===== src/hw/agu_pkg.sv =====
`default_nettype none

package agu_pkg;

    localparam int XLEN   = 32;
    localparam int ROB_W  = 4;
    localparam int PREG_W = 6;
    localparam int EXC_W  = 5;

    // cp0 cause codes for address errors
    localparam logic [EXC_W-1:0] EXCCODE_ADEL = 5'd4;
    localparam logic [EXC_W-1:0] EXCCODE_ADES = 5'd5;

    // bus size code gives 1 << size bytes
    localparam logic [2:0] SIZE_BYTE = 3'd0;
    localparam logic [2:0] SIZE_HALF = 3'd1;
    localparam logic [2:0] SIZE_WORD = 3'd2;

    typedef enum logic [2:0] {
        OP_LB  = 3'd0,
        OP_LBU = 3'd1,
        OP_LH  = 3'd2,
        OP_LHU = 3'd3,
        OP_LW  = 3'd4,
        OP_SB  = 3'd5,
        OP_SH  = 3'd6,
        OP_SW  = 3'd7
    } mem_op_t;

    // operation as it leaves the issue queue
    typedef struct packed {
        mem_op_t            op;
        logic [XLEN-1:0]    base;
        logic [XLEN-1:0]    value;
        logic [15:0]        imm;
        logic [PREG_W-1:0]  pdest;
        logic [ROB_W-1:0]   rob;
    } mem_issue_t;

    typedef struct packed {
        logic               ex;
        logic [EXC_W-1:0]   code;
        logic [XLEN-1:0]    badvaddr;
    } mem_exc_t;

    typedef struct packed {
        logic [ROB_W-1:0]   rob;
        logic [PREG_W-1:0]  pdest;
        logic [XLEN-1:0]    result;
        mem_exc_t           exc;
    } mem_done_t;

    // head op with the effective address already formed
    typedef struct packed {
        mem_op_t            op;
        logic [XLEN-1:0]    addr;
        logic [XLEN-1:0]    value;
        logic [PREG_W-1:0]  pdest;
        logic [ROB_W-1:0]   rob;
    } agu_uop_t;

    typedef struct packed {
        logic               wr;
        logic [3:0]         strb;
        logic [2:0]         size;
        logic [XLEN-1:0]    addr;
        logic [XLEN-1:0]    wdata;
    } dbus_req_t;

endpackage

`default_nettype wire


===== src/hw/agu_issue_buffer.sv =====
`timescale 1ns/1ns
`default_nettype none

module agu_issue_buffer #(
    parameter type payload_t = agu_pkg::mem_issue_t
) (
    input  logic     clk,
    input  logic     reset,

    input  logic     in_valid,
    input  payload_t in_data,
    output logic     in_allowin,

    output logic     out_valid,
    output payload_t out_data,
    input  logic     out_allowin
);

    payload_t   entry [2];
    logic       head;
    logic       tail;
    logic [1:0] count;
    logic       push;
    logic       pop;

    // allowin depends only on occupancy and never on the pop side
    assign in_allowin = count != 2'd2;
    assign out_valid  = count != 2'd0;
    assign out_data   = entry[head];

    assign push = in_valid && in_allowin;
    assign pop  = out_valid && out_allowin;

    always_ff @(posedge clk) begin
        if (reset) begin
            head  <= 1'b0;
            tail  <= 1'b0;
            count <= 2'd0;
        end else begin
            if (push) begin
                tail <= !tail;
            end
            if (pop) begin
                head <= !head;
            end
            case ({push, pop})
                2'b10:   count <= count + 2'd1;
                2'b01:   count <= count - 2'd1;
                default: count <= count;
            endcase
        end
    end

    // entries written at the tail, read at the head
    always_ff @(posedge clk) begin
        if (push) begin
            entry[tail] <= in_data;
        end
    end

endmodule

`default_nettype wire


===== src/hw/agu_load_req.sv =====
`timescale 1ns/1ns
`default_nettype none

module agu_load_req (
    input  logic               clk,
    input  logic               reset,

    input  logic               in_valid,
    input  agu_pkg::agu_uop_t  in_uop,
    output logic               in_allowin,

    output logic               bus_req,
    output agu_pkg::dbus_req_t bus_cmd,
    input  logic               bus_grant,

    output logic               out_valid,
    output agu_pkg::agu_uop_t  out_uop,
    output agu_pkg::mem_exc_t  out_exc,
    input  logic               out_allowin
);

    agu_pkg::agu_uop_t uop;
    logic              valid;
    logic              misaligned;
    logic [2:0]        size;
    agu_pkg::mem_exc_t exc;

    always_comb begin
        case (uop.op)
            agu_pkg::OP_LB, agu_pkg::OP_LBU: begin
                size       = agu_pkg::SIZE_BYTE;
                misaligned = 1'b0;
            end
            agu_pkg::OP_LH, agu_pkg::OP_LHU: begin
                size       = agu_pkg::SIZE_HALF;
                misaligned = uop.addr[0];
            end
            default: begin
                size       = agu_pkg::SIZE_WORD;
                misaligned = uop.addr[1:0] != 2'b00;
            end
        endcase
    end

    always_comb begin
        exc = '0;
        if (misaligned) begin
            exc.ex       = 1'b1;
            exc.code     = agu_pkg::EXCCODE_ADEL;
            exc.badvaddr = uop.addr;
        end
    end

    // only ask when the response slot can take the load on grant;
    // that slot refills only from here, so the request stays up until grant
    assign bus_req       = valid && !exc.ex && out_allowin;
    assign bus_cmd.wr    = 1'b0;
    assign bus_cmd.strb  = 4'h0;
    assign bus_cmd.size  = size;
    assign bus_cmd.addr  = uop.addr;
    assign bus_cmd.wdata = '0;

    assign out_valid  = valid && (exc.ex || bus_grant);
    assign out_uop    = uop;
    assign out_exc    = exc;
    assign in_allowin = !valid || (out_valid && out_allowin);

    always_ff @(posedge clk) begin
        if (reset) begin
            valid <= 1'b0;
        end else if (in_allowin) begin
            valid <= in_valid;
        end
    end

    always_ff @(posedge clk) begin
        if (in_allowin && in_valid) begin
            uop <= in_uop;
        end
    end

endmodule

`default_nettype wire


===== src/hw/agu_load_resp.sv =====
`timescale 1ns/1ns
`default_nettype none

module agu_load_resp (
    input  logic                     clk,
    input  logic                     reset,

    input  logic                     in_valid,
    input  agu_pkg::agu_uop_t        in_uop,
    input  agu_pkg::mem_exc_t        in_exc,
    output logic                     in_allowin,

    input  logic                     bus_data_ok,
    input  logic [agu_pkg::XLEN-1:0] bus_rdata,

    output logic                     done_valid,
    output agu_pkg::mem_done_t       done,
    input  logic                     done_allowin
);

    agu_pkg::agu_uop_t          uop;
    agu_pkg::mem_exc_t          exc;
    logic                       valid;
    logic                       held;
    logic [agu_pkg::XLEN-1:0]   held_result;
    logic [7:0]                 byte_sel;
    logic [15:0]                half_sel;
    logic [agu_pkg::XLEN-1:0]   result;
    logic                       go;

    // lane select by the low address bits
    assign byte_sel = bus_rdata[{uop.addr[1:0], 3'b000} +: 8];
    assign half_sel = uop.addr[1] ? bus_rdata[31:16] : bus_rdata[15:0];

    always_comb begin
        case (uop.op)
            agu_pkg::OP_LB:  result = {{24{byte_sel[7]}}, byte_sel};
            agu_pkg::OP_LBU: result = {24'b0, byte_sel};
            agu_pkg::OP_LH:  result = {{16{half_sel[15]}}, half_sel};
            agu_pkg::OP_LHU: result = {16'b0, half_sel};
            default:         result = bus_rdata;
        endcase
        if (exc.ex) begin
            result = '0;
        end
    end

    // an address error never went to the bus, so it finishes at once
    assign go         = exc.ex || bus_data_ok || held;
    assign done_valid = valid && go;

    assign done.rob    = uop.rob;
    assign done.pdest  = uop.pdest;
    assign done.result = held ? held_result : result;
    // exception was registered on entry and stays stable while held
    assign done.exc    = exc;

    assign in_allowin = !valid || (done_valid && done_allowin);

    always_ff @(posedge clk) begin
        if (reset) begin
            valid <= 1'b0;
            held  <= 1'b0;
        end else if (in_allowin) begin
            valid <= in_valid;
            held  <= 1'b0;
        end else if (done_valid && !held) begin
            // completion blocked while rdata is only valid for this cycle
            held <= 1'b1;
        end
    end

    always_ff @(posedge clk) begin
        if (in_allowin && in_valid) begin
            uop <= in_uop;
            exc <= in_exc;
        end
        if (!in_allowin && done_valid && !held) begin
            held_result <= result;
        end
    end

endmodule

`default_nettype wire


===== src/hw/agu_store_stage.sv =====
`timescale 1ns/1ns
`default_nettype none

module agu_store_stage (
    input  logic               clk,
    input  logic               reset,

    input  logic               in_valid,
    input  agu_pkg::agu_uop_t  in_uop,
    output logic               in_allowin,

    output logic               bus_req,
    output agu_pkg::dbus_req_t bus_cmd,
    input  logic               bus_grant,
    input  logic               bus_data_ok,

    output logic               done_valid,
    output agu_pkg::mem_done_t done,
    input  logic               done_allowin
);

    agu_pkg::agu_uop_t          uop;
    logic                       st_valid;
    logic                       st_wait;
    logic                       st_done;
    logic [1:0]                 ofs;
    logic                       misaligned;
    logic [3:0]                 strb;
    logic [2:0]                 size;
    logic [agu_pkg::XLEN-1:0]   wdata;
    agu_pkg::mem_exc_t          exc;

    assign ofs = uop.addr[1:0];

    // strobe, size and lane replication per store width
    always_comb begin
        strb       = 4'hf;
        size       = agu_pkg::SIZE_WORD;
        wdata      = uop.value;
        misaligned = ofs != 2'b00;
        case (uop.op)
            agu_pkg::OP_SB: begin
                strb       = 4'b0001 << ofs;
                size       = agu_pkg::SIZE_BYTE;
                wdata      = {4{uop.value[7:0]}};
                misaligned = 1'b0;
            end
            agu_pkg::OP_SH: begin
                strb       = ofs[1] ? 4'b1100 : 4'b0011;
                size       = agu_pkg::SIZE_HALF;
                wdata      = {2{uop.value[15:0]}};
                misaligned = ofs[0];
            end
            default: ;
        endcase
    end

    always_comb begin
        exc = '0;
        if (misaligned) begin
            exc.ex       = 1'b1;
            exc.code     = agu_pkg::EXCCODE_ADES;
            exc.badvaddr = uop.addr;
        end
    end

    // ask once, then wait for data_ok with the request dropped
    assign bus_req       = st_valid && !misaligned && !st_wait && !st_done;
    assign bus_cmd.wr    = 1'b1;
    assign bus_cmd.strb  = strb;
    assign bus_cmd.size  = size;
    assign bus_cmd.addr  = uop.addr;
    assign bus_cmd.wdata = wdata;

    assign done_valid  = st_valid && (misaligned || st_done);
    assign done.rob    = uop.rob;
    assign done.pdest  = uop.pdest;
    assign done.result = wdata;
    assign done.exc    = exc;

    assign in_allowin = !st_valid || (done_valid && done_allowin);

    always_ff @(posedge clk) begin
        if (reset) begin
            st_valid <= 1'b0;
            st_wait  <= 1'b0;
            st_done  <= 1'b0;
        end else if (in_allowin) begin
            st_valid <= in_valid;
            st_wait  <= 1'b0;
            st_done  <= 1'b0;
        end else begin
            if (bus_req && bus_grant) begin
                st_wait <= 1'b1;
            end
            if (st_wait && bus_data_ok) begin
                st_wait <= 1'b0;
                st_done <= 1'b1;
            end
        end
    end

    always_ff @(posedge clk) begin
        if (in_allowin && in_valid) begin
            uop <= in_uop;
        end
    end

endmodule

`default_nettype wire


===== src/hw/agu_top.sv =====
`timescale 1ns/1ns
`default_nettype none

module agu_top (
    input  logic                     clk,
    input  logic                     reset,

    input  logic                     issue_valid,
    input  agu_pkg::mem_issue_t      issue,
    output logic                     issue_allowin,

    output logic                     dcache_req,
    output agu_pkg::dbus_req_t       dcache_cmd,
    input  logic                     dcache_addr_ok,
    input  logic                     dcache_data_ok,
    input  logic [agu_pkg::XLEN-1:0] dcache_rdata,

    output logic                     store_done_valid,
    output agu_pkg::mem_done_t       store_done,
    input  logic                     store_done_allowin,

    output logic                     load_done_valid,
    output agu_pkg::mem_done_t       load_done,
    input  logic                     load_done_allowin
);

    agu_pkg::mem_issue_t head;
    logic                head_valid;
    logic                head_allowin;
    logic                head_is_store;
    agu_pkg::agu_uop_t   head_uop;

    logic                st_in_allowin;
    logic                st_bus_req;
    agu_pkg::dbus_req_t  st_bus_cmd;
    logic                st_grant;
    logic                st_data_ok;

    logic                ld_in_allowin;
    logic                ld_bus_req;
    agu_pkg::dbus_req_t  ld_bus_cmd;
    logic                ld_grant;
    logic                ld_data_ok;

    logic                lr_valid;
    agu_pkg::agu_uop_t   lr_uop;
    agu_pkg::mem_exc_t   lr_exc;
    logic                lr_allowin;

    agu_issue_buffer #(
        .payload_t (agu_pkg::mem_issue_t)
    ) issue_buffer_inst (
        .clk         (clk),
        .reset       (reset),
        .in_valid    (issue_valid),
        .in_data     (issue),
        .in_allowin  (issue_allowin),
        .out_valid   (head_valid),
        .out_data    (head),
        .out_allowin (head_allowin)
    );

    // effective address is base plus sign-extended imm16
    assign head_uop.op    = head.op;
    assign head_uop.addr  = head.base + {{16{head.imm[15]}}, head.imm};
    assign head_uop.value = head.value;
    assign head_uop.pdest = head.pdest;
    assign head_uop.rob   = head.rob;

    assign head_is_store = head.op inside {agu_pkg::OP_SB, agu_pkg::OP_SH, agu_pkg::OP_SW};
    assign head_allowin  = head_is_store ? st_in_allowin : ld_in_allowin;

    agu_store_stage store_stage_inst (
        .clk          (clk),
        .reset        (reset),
        .in_valid     (head_valid && head_is_store),
        .in_uop       (head_uop),
        .in_allowin   (st_in_allowin),
        .bus_req      (st_bus_req),
        .bus_cmd      (st_bus_cmd),
        .bus_grant    (st_grant),
        .bus_data_ok  (st_data_ok),
        .done_valid   (store_done_valid),
        .done         (store_done),
        .done_allowin (store_done_allowin)
    );

    agu_load_req load_req_inst (
        .clk         (clk),
        .reset       (reset),
        .in_valid    (head_valid && !head_is_store),
        .in_uop      (head_uop),
        .in_allowin  (ld_in_allowin),
        .bus_req     (ld_bus_req),
        .bus_cmd     (ld_bus_cmd),
        .bus_grant   (ld_grant),
        .out_valid   (lr_valid),
        .out_uop     (lr_uop),
        .out_exc     (lr_exc),
        .out_allowin (lr_allowin)
    );

    agu_load_resp load_resp_inst (
        .clk          (clk),
        .reset        (reset),
        .in_valid     (lr_valid),
        .in_uop       (lr_uop),
        .in_exc       (lr_exc),
        .in_allowin   (lr_allowin),
        .bus_data_ok  (ld_data_ok),
        .bus_rdata    (dcache_rdata),
        .done_valid   (load_done_valid),
        .done         (load_done),
        .done_allowin (load_done_allowin)
    );

    dcache_port dcache_port_inst (
        .clk            (clk),
        .reset          (reset),
        .load_req       (ld_bus_req),
        .load_cmd       (ld_bus_cmd),
        .load_grant     (ld_grant),
        .load_data_ok   (ld_data_ok),
        .store_req      (st_bus_req),
        .store_cmd      (st_bus_cmd),
        .store_grant    (st_grant),
        .store_data_ok  (st_data_ok),
        .dcache_req     (dcache_req),
        .dcache_cmd     (dcache_cmd),
        .dcache_addr_ok (dcache_addr_ok),
        .dcache_data_ok (dcache_data_ok)
    );

endmodule

`default_nettype wire


===== src/hw/dcache_port.sv =====
`timescale 1ns/1ns
`default_nettype none

module dcache_port (
    input  logic               clk,
    input  logic               reset,

    input  logic               load_req,
    input  agu_pkg::dbus_req_t load_cmd,
    output logic               load_grant,
    output logic               load_data_ok,

    input  logic               store_req,
    input  agu_pkg::dbus_req_t store_cmd,
    output logic               store_grant,
    output logic               store_data_ok,

    output logic               dcache_req,
    output agu_pkg::dbus_req_t dcache_cmd,
    input  logic               dcache_addr_ok,
    input  logic               dcache_data_ok
);

    logic busy;
    logic pend;
    logic owner_load;
    logic sel_load;
    logic accept;

    // load wins, but a request already on the bus keeps its slot until accepted
    assign sel_load = pend ? owner_load : load_req;

    // one access at a time
    assign dcache_req = !busy && (sel_load ? load_req : store_req);
    assign dcache_cmd = sel_load ? load_cmd : store_cmd;
    assign accept     = dcache_req && dcache_addr_ok;

    assign load_grant  = accept && sel_load;
    assign store_grant = accept && !sel_load;

    // response goes back to whoever owns the outstanding access
    assign load_data_ok  = dcache_data_ok && busy && owner_load;
    assign store_data_ok = dcache_data_ok && busy && !owner_load;

    always_ff @(posedge clk) begin
        if (reset) begin
            busy       <= 1'b0;
            pend       <= 1'b0;
            owner_load <= 1'b0;
        end else begin
            if (dcache_req) begin
                owner_load <= sel_load;
            end
            pend <= dcache_req && !dcache_addr_ok;
            if (accept) begin
                busy <= 1'b1;
            end else if (dcache_data_ok) begin
                busy <= 1'b0;
            end
        end
    end

endmodule

`default_nettype wire


===== config.mk =====
export PLATFORM = sky130hd
export DESIGN_NAME = agu_top
export DESIGN_NICKNAME = d
export VERILOG_FILES = /design/src/hw/agu_pkg.sv /design/src/hw/agu_issue_buffer.sv /design/src/hw/agu_load_req.sv /design/src/hw/agu_load_resp.sv /design/src/hw/agu_store_stage.sv /design/src/hw/agu_top.sv /design/src/hw/dcache_port.sv
export SDC_FILE = /design/constraint.sdc
export NUM_CORES = 1
export LEC_CHECK = 0
export BUFFER_PORTS_ARGS = -buffer_cell sky130_fd_sc_hd__buf_2
export CAP_MARGIN = 20
export CORE_MARGIN = 1
export CORE_UTILIZATION = 55
export CTS_CLUSTER_SIZE = 40
export DETAILED_ROUTE_END_ITERATION = 8
export GPL_ROUTABILITY_DRIVEN = 0
export PLACE_DENSITY_LB_ADDON = 0.15
export SYNTH_ARGS = -nofsm -noshare
export SYNTH_HDL_FRONTEND = slang
export SYNTH_SLANG_ARGS = --single-unit

===== constraint.sdc =====
create_clock -name clk -period 8.1 [get_ports clk]
set_input_delay 1.215 -clock clk [delete_from_list [all_inputs] [get_ports clk]]
set_output_delay 1.215 -clock clk [all_outputs]
set_load 0.005 [all_outputs]

==> key figures, run 1 <==
GRT
  • Global-route wire length before repair: 61200 um
  • Initial antenna violation count: 11
  • Vias in the first global route: 10941
  • Gr ovfl total: 0
  • GRT Util Overall: 0.241
  • Largest net degree at the start of global routing: 59

Clock network
  • CTS clk-pin slew, worst paths: 60 ps
  • Maximum clock insertion buffer count: 3
  • CTS H-Tree Depth: 2
  • TritonCTS clock tree: built
  • Root buf cell: clkbuf_16
  • CTS Buf Count: 41
  • Setup Buffers After CTS: 0
  • Hold buffer count at CTS: 0
  • Clk_lat worst skew: 540 ps
  • Clk sinks: 402
  • Number of gates resized after CTS: 0

Detailed routing
  • Detail Route Antenna Nets: 0
  • Residual DRC count: 0
  • Detailed-router iteration count before antenna repair: 5
  • Vias: 11274
  • Starting DRT DRC Count: 771
  • Routed vias/inst: 5.55
  • Final WL: 40700 um
  • DR WL/cell: 20.0 um

Critical path
  • CP max FO: 24
  • WP buf/inv: 2
  • CP required: 6880 ps
  • Crit. End Element: output pin
  • Kind of critical path: reg2out
  • Cell Chain, Critical Path: mux2i_1 > nor2_1 > a21oi_1 > nor3_1 > nor2_1 > a221oi_1 > buf_4 > o21a_1 > mux2_2 > buf_2
  • Slowest stage cell, crit path: edfxtp_1
  • CP Data Arrival Time: 3430 ps
  • Crit start category: flip-flop
  • Cell family with most CP delay: flip-flops
  • Most repeated library cell on the critical path: nor2_1
  • Max stage delay on crit path: 830 ps

Timing
  • Final worst path period share: 0.573
  • RSZ-0062 raised after global routing: no
  • Worst slew pin tran: 1020 ps
  • Max-Slew Margin vs Limit: 0.322
  • Tightest hold margin: 419 ps
  • Final slew viol count: 0
  • Final setup TNS: 0 ps
  • Setup-failing EPs final: 0
  • Final hold vios: 0
  • Final min period: 4640 ps
  • Worst clock skew: 24.7 ps
  • Top achievable clock speed: 0.215 GHz

Status
  • Status: complete, no violations

Layout
  • Nets: 1760
  • Multi-input gate area: 0.00523 mm2
  • P&R area growth vs syn: 17.5%
  • Share of cells above drive strength 1: 0.350
  • Fillers: 2341
  • Finished Layout Cells: 2033
  • FF/Latch Area: 0.0119 mm2
  • Util after Layout: 0.661

Job
  • Max-Cap Viols: 0

Floorplan
  • Die area: 0.0332 mm2
  • Die width: 182 um
  • Ports: 368
  • Starting density of the core: 0.563
  • # rows: 65
  • Core area: 0.0317 mm2
  • Die H: 182 um

Logic synthesis
  • YS warnings: 0
  • Netlist Area Pre-Place: 0.0178 mm2
  • Synthesized flop and latch total: 402
  • Area share of the largest cell type after synthesis: 0.653
  • Synth Flop Type: edfxtp_1
  • Ys async rst share: 0
  • Netlist cell types: 61
  • Largest cells by area after synthesis: edfxtp_1 (65%), mux2_2 (7.3%), nand2_1 (3.5%)
  • Register area share after synthesis: 0.668
  • Most numerous cell in the Yosys netlist: edfxtp_1
  • Average cell area after synthesis: 13.9 um2
  • EDFF count, synth: 388
  • Synthesized instance count: 1286
  • Most instantiated cells after synthesis: edfxtp_1 (388), nand2_1 (168), mux2_2 (115)
  • Yosys top cell by area: edfxtp_1

Power
  • P per Cell Area: 367 mW/mm2
  • P_leak: 8.22 nW
  • VDD IR-drop max: 0.000230 V

Worst hold path
  • HP Class: reg2reg

Placed design
  • # port buffers: 359
  • Final HPWL DP: 27200 um
  • Placed cells: 1952
## where the power goes
group | total [mW] | internal (mW) | switching (mW)
registers | 3.29 | 3.05 | 0.241
logic | 2.61 | 1.11 | 1.51
clock network | 1.81 | 1.05 | 0.760
## worst paths after layout
kind / start / endpoint / slack, ps / cells past startpoint
hold / removal: load_req_inst.out_uop[2] / load_resp_inst.done[78] / 420 / 0
setup reg to reg: flip-flop / load_req_inst.bus_cmd[60] / 3570 / 14
hold reg to reg: load_req_inst.out_uop[2] / load_resp_inst.done[78] / 420 / 0
setup / recovery: load_resp_inst.uop[43] / load_done[68] / 3460 / 10
## sequential cells by signal (all words and copies together), names as in the netlist, 2 cells and up, named ones only
register / flops
store_stage_inst.done: 10
load_req_inst.bus_cmd: 32
load_resp_inst.held_result: 32
load_resp_inst.done: 43
store_stage_inst.uop: 35
store_stage_inst.bus_cmd: 32
issue_buffer_inst.count: 2
load_req_inst.out_uop: 13
issue_buffer_inst.entry: 186
load_resp_inst.uop: 5
## logic make-up after synthesis
group / synth area share
adders and majority gates: 0.0236
muxes: 0.0779
buffers and inverters: 0.0430
other: 0.000210
xor gates and xnor gates: 0.0167
AOI/OAI and AO/OA: 0.0730
and+or+nand+nor: 0.0971
DFF: 0.668
## cell type report
type / instances / area share
clock inverters: 16 / 0.00835
inverters: 23 / 0.00412
diodes: 10 / 0.00119
flip-flops and latches: 402 / 0.569
well taps: 402 / 0.0240
multi-input cells: 752 / 0.249
repair buffers: 375 / 0.0922
clock buffers: 53 / 0.0520
## routing by layer
metal | track usage | up-vias | wire, um
li1 | - | 5283 | -
met2 | 0.392 | 470 | 19400
met4 | 0.0783 | 2 | 978
met5 | 0 | - | 13
met3 | 0.0475 | 70 | 3040
met1 | 0.327 | 5449 | 17200
## layout by cell type (no fill, tap or decap), drive strengths merged, types with 3 or more instances in the layout
cell type	n
a211oi	8
a21o	20
a21oi	61
a221o	10
a221oi	8
a311o	3
a31oi	7
and2	88
and3	10
buf	375
bufinv	3
clkbuf	53
clkinv	13
conb	8
dfxtp	14
diode	10
edfxtp	388
ha	32
inv	23
mux2	115
mux2i	5
nand2	168
nand2b	8
nand3	11
nand3b	3
nor2	39
nor2b	9
nor3	9
nor3b	5
o21a	20
o21ai	39
o21bai	3
o31ai	10
xnor2	23
xor2	11
## through the flow
stage	area [um2]	total power, mW	setup WS (ps)
floorplan	17900	5.04	1780
detailed placement	19700	5.92	3490
global route	21000	8.13	3140
CTS	20900	7.73	3470
finish	21000	7.71	3460
global placement	19700	5.86	3560
Note: power is estimated with default switching activity, not from simulation.
==> run 2, diff against run 1 <==
==> constraint.sdc (replaced) <==
create_clock -name clk -period 4.8 [get_ports clk]
set_input_delay 0.72 -clock clk [delete_from_list [all_inputs] [get_ports clk]]
set_output_delay 0.72 -clock clk [all_outputs]
set_load 0.005 [all_outputs]
==> run 2 against run 1 <==
- routed wire length is 2.1% higher
- combinational power is 71% higher
- largest power group unchanged
- global-route usage is 0.92 points higher
- sequential power is 68% higher
- largest cell class unchanged
==> key figures, run 2 (same netlist as run 1, synthesis figures left out) <==
Clock network
  • Clk_lat worst skew: 550 ps
  • TritonCTS clock tree: built
  • CTS clk-pin slew, worst paths: 60 ps
  • Root buf cell: clkbuf_16
  • Maximum clock insertion buffer count: 3
  • Hold buffer count at CTS: 0
  • Setup Buffers After CTS: 0
  • CTS H-Tree Depth: 2
  • Number of gates resized after CTS: 0
  • Clk sinks: 402
  • CTS Buf Count: 42

Floorplan
  • Core area: 0.0317 mm2
  • Die H: 182 um
  • # rows: 65
  • Ports: 368
  • Die width: 182 um
  • Starting density of the core: 0.563
  • Die area: 0.0332 mm2

Detailed routing
  • Detail Route Antenna Nets: 0
  • Routed vias/inst: 5.57
  • Vias: 11364
  • Final WL: 41500 um
  • DR WL/cell: 20.4 um
  • Detailed-router iteration count before antenna repair: 5
  • Starting DRT DRC Count: 912
  • Residual DRC count: 0

Timing
  • RSZ-0062 raised after global routing: no
  • Top achievable clock speed: 0.242 GHz
  • Setup-failing EPs final: 0
  • Final slew viol count: 0
  • Final min period: 4130 ps
  • Worst slew pin tran: 975 ps
  • Final setup TNS: 0 ps
  • Max-Slew Margin vs Limit: 0.349
  • Final worst path period share: 0.860
  • Worst clock skew: 24.9 ps
  • Final hold vios: 0

GRT
  • Initial antenna violation count: 9
  • Gr ovfl total: 0
  • Global-route wire length before repair: 63400 um
  • Vias in the first global route: 11189
  • GRT Util Overall: 0.250
  • Largest net degree at the start of global routing: 72

Power
  • VDD IR-drop max: 0.000357 V
  • P per Cell Area: 626 mW/mm2
  • P_leak: 8.26 nW

Placed design
  • # port buffers: 359
  • Final HPWL DP: 28100 um
  • Placed cells: 1955

Layout
  • Finished Layout Cells: 2039
  • Largest Register: issue_buffer_inst.entry
  • FF/Latch Area: 0.0119 mm2
  • Max reg flops: 186
  • Share of cells above drive strength 1: 0.351
  • Util after Layout: 0.664
  • Nets: 1763
  • Commonest cells after routing, fill and taps aside: edfxtp_1 (388), buf_2 (359), nand2_1 (168)
  • Fillers: 2358
  • Multi-input gate area: 0.00523 mm2
  • P&R area growth vs syn: 18.1%
  • Commonest non-fill, non-tap cell in the layout: edfxtp_1

Critical path
  • Crit start category: flip-flop
  • Crit. End Element: output pin
  • CP Data Arrival Time: 3410 ps
  • CP required: 4080 ps
  • Kind of critical path: reg2out
  • CP max FO: 24

Status
  • Status: complete, no violations

Job
  • Max-Cap Viols: 0

Worst hold path
  • HP Class: in2reg
## run 2: changes by cell type in the layout (fill, tap and decap cells not counted), moves of 2 or more
cell / delta
clkinvlp_4: +2
clkbuf_8: -2
clkinv_1: +4
clkinv_2: -2
bufinv_16: +2
buf_4: +2
diode_2: -4
clkinv_4: +2
## run 2: routing by layer
metal	GRT usage	vias to the layer above	part of all wire
met3	0.0479	77	0.075
met1	0.340	5505	0.42
met2	0.409	493	0.48
met5	0	-	0.00065
li1	-	5285	-
met4	0.0807	4	0.026
## run 2: per-stage QoR
| step | total power, mW | cell area [um2] | hold WS, ps | setup WS, ps |
|---|---|---|---|---|
| after floorplan | 8.48 | 17900 | 400 | 155 |
| after detailed placement | 10.0 | 19700 | 405 | 955 |
| final | 13.2 | 21100 | 361 | 673 |
| after CTS | 13.3 | 21000 | 341 | 718 |
| after global placement | 9.92 | 19700 | 401 | 1050 |
| after global routing | 13.9 | 21100 | 344 | 486 |
## run 2: critical path, stage by stage, from the launching register on
cell	delay (ps)
edfxtp_1	800
mux2i_1	320
nor2_1	60
a21oi_1	130
nor3_1	60
nor2_1	550
a221oi_1	170
buf_4	250
o21a_1	140
mux2_2	270
buf_2	130
## run 2: area by class of cell
type,count,share of cell area
repair buffers,377,0.0925
well taps,402,0.0239
multi-input cells,752,0.248
clock buffers,53,0.0518
inverters,23,0.00410
diodes,6,0.000713
flip-flops and latches,402,0.566
clock inverters,24,0.0126
## run 2: report_power, final
| part | internal, mW | total [mW] | switching, mW |
|---|---|---|---|
| logic | 1.87 | 4.46 | 2.59 |
| registers | 5.14 | 5.54 | 0.401 |
| clock network | 1.89 | 3.18 | 1.29 |
## run 2: worst paths after layout
kind | from | end | slack (ps) | depth (start not counted)
hold / removal | issue[52] | issue_buffer_inst.entry[0][52] | 360 | 1
hold reg to reg | load_req_inst.out_uop[0] | load_resp_inst.done[76] | 420 | 0
setup reg to reg | flip-flop | load_req_inst.bus_cmd[62] | 880 | 12
setup / recovery | load_resp_inst.uop[43] | load_done[55] | 670 | 10
==> run 3, diff against run 2 <==
--- a/config.mk
+++ b/config.mk
@@ -5,13 +5,14 @@
 export SDC_FILE = /design/constraint.sdc
 export NUM_CORES = 1
 export LEC_CHECK = 0
+export ABC_AREA = 1
 export BUFFER_PORTS_ARGS = -buffer_cell sky130_fd_sc_hd__buf_2
 export CAP_MARGIN = 20
 export CORE_MARGIN = 1
 export CORE_UTILIZATION = 55
 export CTS_CLUSTER_SIZE = 40
 export DETAILED_ROUTE_END_ITERATION = 8
-export GPL_ROUTABILITY_DRIVEN = 0
+export GPL_ROUTABILITY_DRIVEN = 1
 export PLACE_DENSITY_LB_ADDON = 0.15
 export SYNTH_ARGS = -nofsm -noshare
 export SYNTH_HDL_FRONTEND = slang
==> run 3 against run 2 <==
- synthesized cell count rose by 37%
- register-to-register slack improved by 140 ps
- area after synthesis rose by 2.4%
- sequential cell count did not move
- via count rose by 16%
==> key figures, run 3 <==
Placed design
  • Final HPWL DP: 32400 um
  • # port buffers: 359
  • Placed Area: 0.0201 mm2
  • Routability cong.: 0.963

Logic synthesis
  • Area share of the largest cell type after synthesis: 0.637
  • EDFF count, synth: 388
  • Most numerous cell in the Yosys netlist: nand2_1
  • Synth Flop Type: edfxtp_1
  • Netlist cell types: 43
  • Post-Synth Simple-Gate Area: 0.156
  • Yosys top cell by area: edfxtp_1
  • Compound-cell area share of the yosys netlist: 0.0732
  • Post-synthesis mux area share: 0.00164
  • Synthesized instance count: 1760
  • Netlist Area Pre-Place: 0.0183 mm2
  • Synthesized flop and latch total: 402
  • Adder-cell share of the synthesized area: 0.0230
  • Register area share after synthesis: 0.653
  • Most instantiated cells after synthesis: nand2_1 (505), edfxtp_1 (388), inv_1 (192)
  • YS warnings: 0
  • Xor/xnor share of the synthesized area: 0.0129
  • Ys async rst share: 0
  • Largest cells by area after synthesis: edfxtp_1 (64%), nand2_1 (10%), inv_1 (3.9%)
  • Average cell area after synthesis: 10.4 um2
  • Largest family of logic cells by synthesized area: simple AND/OR/NAND/NOR gates

Layout
  • Max reg flops: 186
  • Fillers: 2551
  • Nets: 2227
  • Number of diodes: 0
  • Largest Register: issue_buffer_inst.entry
  • Commonest cells after routing, fill and taps aside: nand2_1 (505), edfxtp_1 (388), buf_2 (359)
  • P&R area growth vs syn: 17.0%
  • Share of cells above drive strength 1: 0.219
  • Commonest non-fill, non-tap cell in the layout: nand2_1
  • Fin area: 0.0214 mm2

Detailed routing
  • Routed vias/inst: 5.21
  • Residual DRC count: 0
  • DR WL/cell: 17.7 um
  • Final WL: 44700 um
  • Detailed-router iteration count before antenna repair: 7
  • Detail Route Antenna Nets: 0
  • Vias: 13163
  • Starting DRT DRC Count: 992

Floorplan
  • Core area: 0.0326 mm2
  • Ports: 368
  • # rows: 66
  • Die H: 184 um
  • Die width: 184 um
  • Die area: 0.0340 mm2
  • Starting density of the core: 0.560

Power
  • VDD IR-drop max: 0.000364 V
  • P_leak: 9.34 nW
  • P per Cell Area: 687 mW/mm2

Timing
  • Final setup TNS: 0 ps
  • Worst clock skew: 20.0 ps
  • Top achievable clock speed: 0.262 GHz
  • Final worst path period share: 0.796
  • Final min period: 3820 ps
  • Setup-failing EPs final: 0
  • Worst slew pin tran: 1040 ps
  • Final slew viol count: 0
  • RSZ-0062 raised after global routing: no
  • Final hold vios: 0
  • Max-Slew Margin vs Limit: 0.305

Clock network
  • Hold buffer count at CTS: 0
  • Clk_lat worst skew: 530 ps
  • CTS Buf Count: 42
  • CTS H-Tree Depth: 2
  • TritonCTS clock tree: built
  • CTS clk-pin slew, worst paths: 60 ps
  • Maximum clock insertion buffer count: 3
  • Clk sinks: 402
  • Root buf cell: clkbuf_16
  • Number of gates resized after CTS: 0
  • Setup Buffers After CTS: 0

Critical path
  • Crit start category: flip-flop
  • Most repeated library cell on the critical path: nand2_1
  • WP buf/inv: 4
  • Cell Chain, Critical Path: buf_4 > inv_2 > a21oi_1 > o21ai_1 > nand2_1 > a31oi_2 > o21ai_1 > nand2_1 > nor2_2 > inv_2 > nor2_1 > nand2_1 > nand2_1 > buf_2
  • CP required: 4080 ps
  • Kind of critical path: reg2out
  • Crit. End Element: output pin
  • Max stage delay on crit path: 370 ps
  • CP max FO: 28
  • Slowest stage cell, crit path: nor2_2
  • Cell family with most CP delay: simple AND/OR/NAND/NOR gates
  • CP Data Arrival Time: 3100 ps

GRT
  • Gr ovfl total: 0
  • Vias in the first global route: 12282
  • Global-route wire length before repair: 67500 um
  • Initial antenna violation count: 0
  • Largest net degree at the start of global routing: 85
  • GRT Util Overall: 0.261

Job
  • Max-Cap Viols: 0

Status
  • Status: complete, no violations

Worst hold path
  • HP Class: in2reg
run 3: cell types whose count changed after synthesis, moves of 11 or more:
| cell | change |
|---|---|
| o21ai_0 | +86 |
| nor2_1 | +125 |
| nand3_1 | +18 |
| mux2_2 | -115 |
| inv_1 | +171 |
| xnor2_1 | -12 |
| and2_1 | -88 |
| o21ai_1 | +11 |
| o21a_1 | -18 |
| a21o_1 | -11 |
| nand2_1 | +337 |
run 3: final timing paths:
path                                           startpoint                       endpoint  slack, ps  cells past startpoint
worst min-delay path                             issue[3]  issue_buffer_inst.entry[1][3]        370                      1
worst max-delay path               load_resp_inst.uop[43]                  load_done[57]        980                     14
worst min register to register  load_req_inst.out_uop[74]         load_resp_inst.uop[74]        420                      0
worst max register to register                  flip-flop      load_req_inst.bus_cmd[59]       1020                     12
run 3: power breakdown:
part           internal (mW)  switching [mW]  leakage, nW
Sequential              5.27           0.374         3.72
Combinational           1.97            4.07         5.01
Clock                   1.74            1.27        0.612
Total                   8.97            5.71         9.34
run 3: logic make-up after synthesis:
group	count (synthesis)
multiplexers	3
flip-flops	402
buffers and inverters	322
adder cells (fa/ha/maj)	33
XOR/XNOR	27
AO/OA/AOI/OAI	243
other	1
AND/OR/NAND/NOR	729
run 3: per-layer routing:
| layer | share of wire | GRT usage | vias up | wire, um |
|---|---|---|---|---|
| li1 | - | - | 6380 | - |
| met4 | 0.030 | 0.0897 | 0 | 1340 |
| met1 | 0.42 | 0.350 | 6134 | 18700 |
| met3 | 0.072 | 0.0403 | 89 | 3220 |
| met5 | 0 | 0 | - | 0 |
| met2 | 0.48 | 0.435 | 560 | 21500 |
run 3: worst register-to-register path, cell delays in order (launching register included):
cell and delay, ps:
dfxtp_4 640, inv_2 380, nand2_1 140, nand2_1 490, ha_1 660, nand2_1 150, nor2_1 120, nor2_1 70
o21ai_0 370, a21oi_1 80, nand2_1 170, a21oi_1 100, xnor2_1 160
run 3: metrics by stage:
stage	power, mW	std cells	hold WS (ps)	setup slack (ps)	util
2_1_floorplan	9.51	1767	400	1110	-
3_3_place_gp	11.6	2460	401	1190	0.617
3_5_place_dp	11.7	2460	405	1080	0.617
4_1_cts	14.7	2528	354	1010	0.656
5_1_grt	15.7	2528	355	734	0.656
6_report	14.7	2528	374	979	0.656
run 3: cell type report:
class,count,area [um2],area share
sequential,402,11900,0.558
multi-input combinational,1043,4930,0.231
timing repair buffer,373,1940,0.0907
clock buffer,49,1100,0.0514
inverter,200,752,0.0352
tap,442,553,0.0259
clock inverter,19,170,0.00796
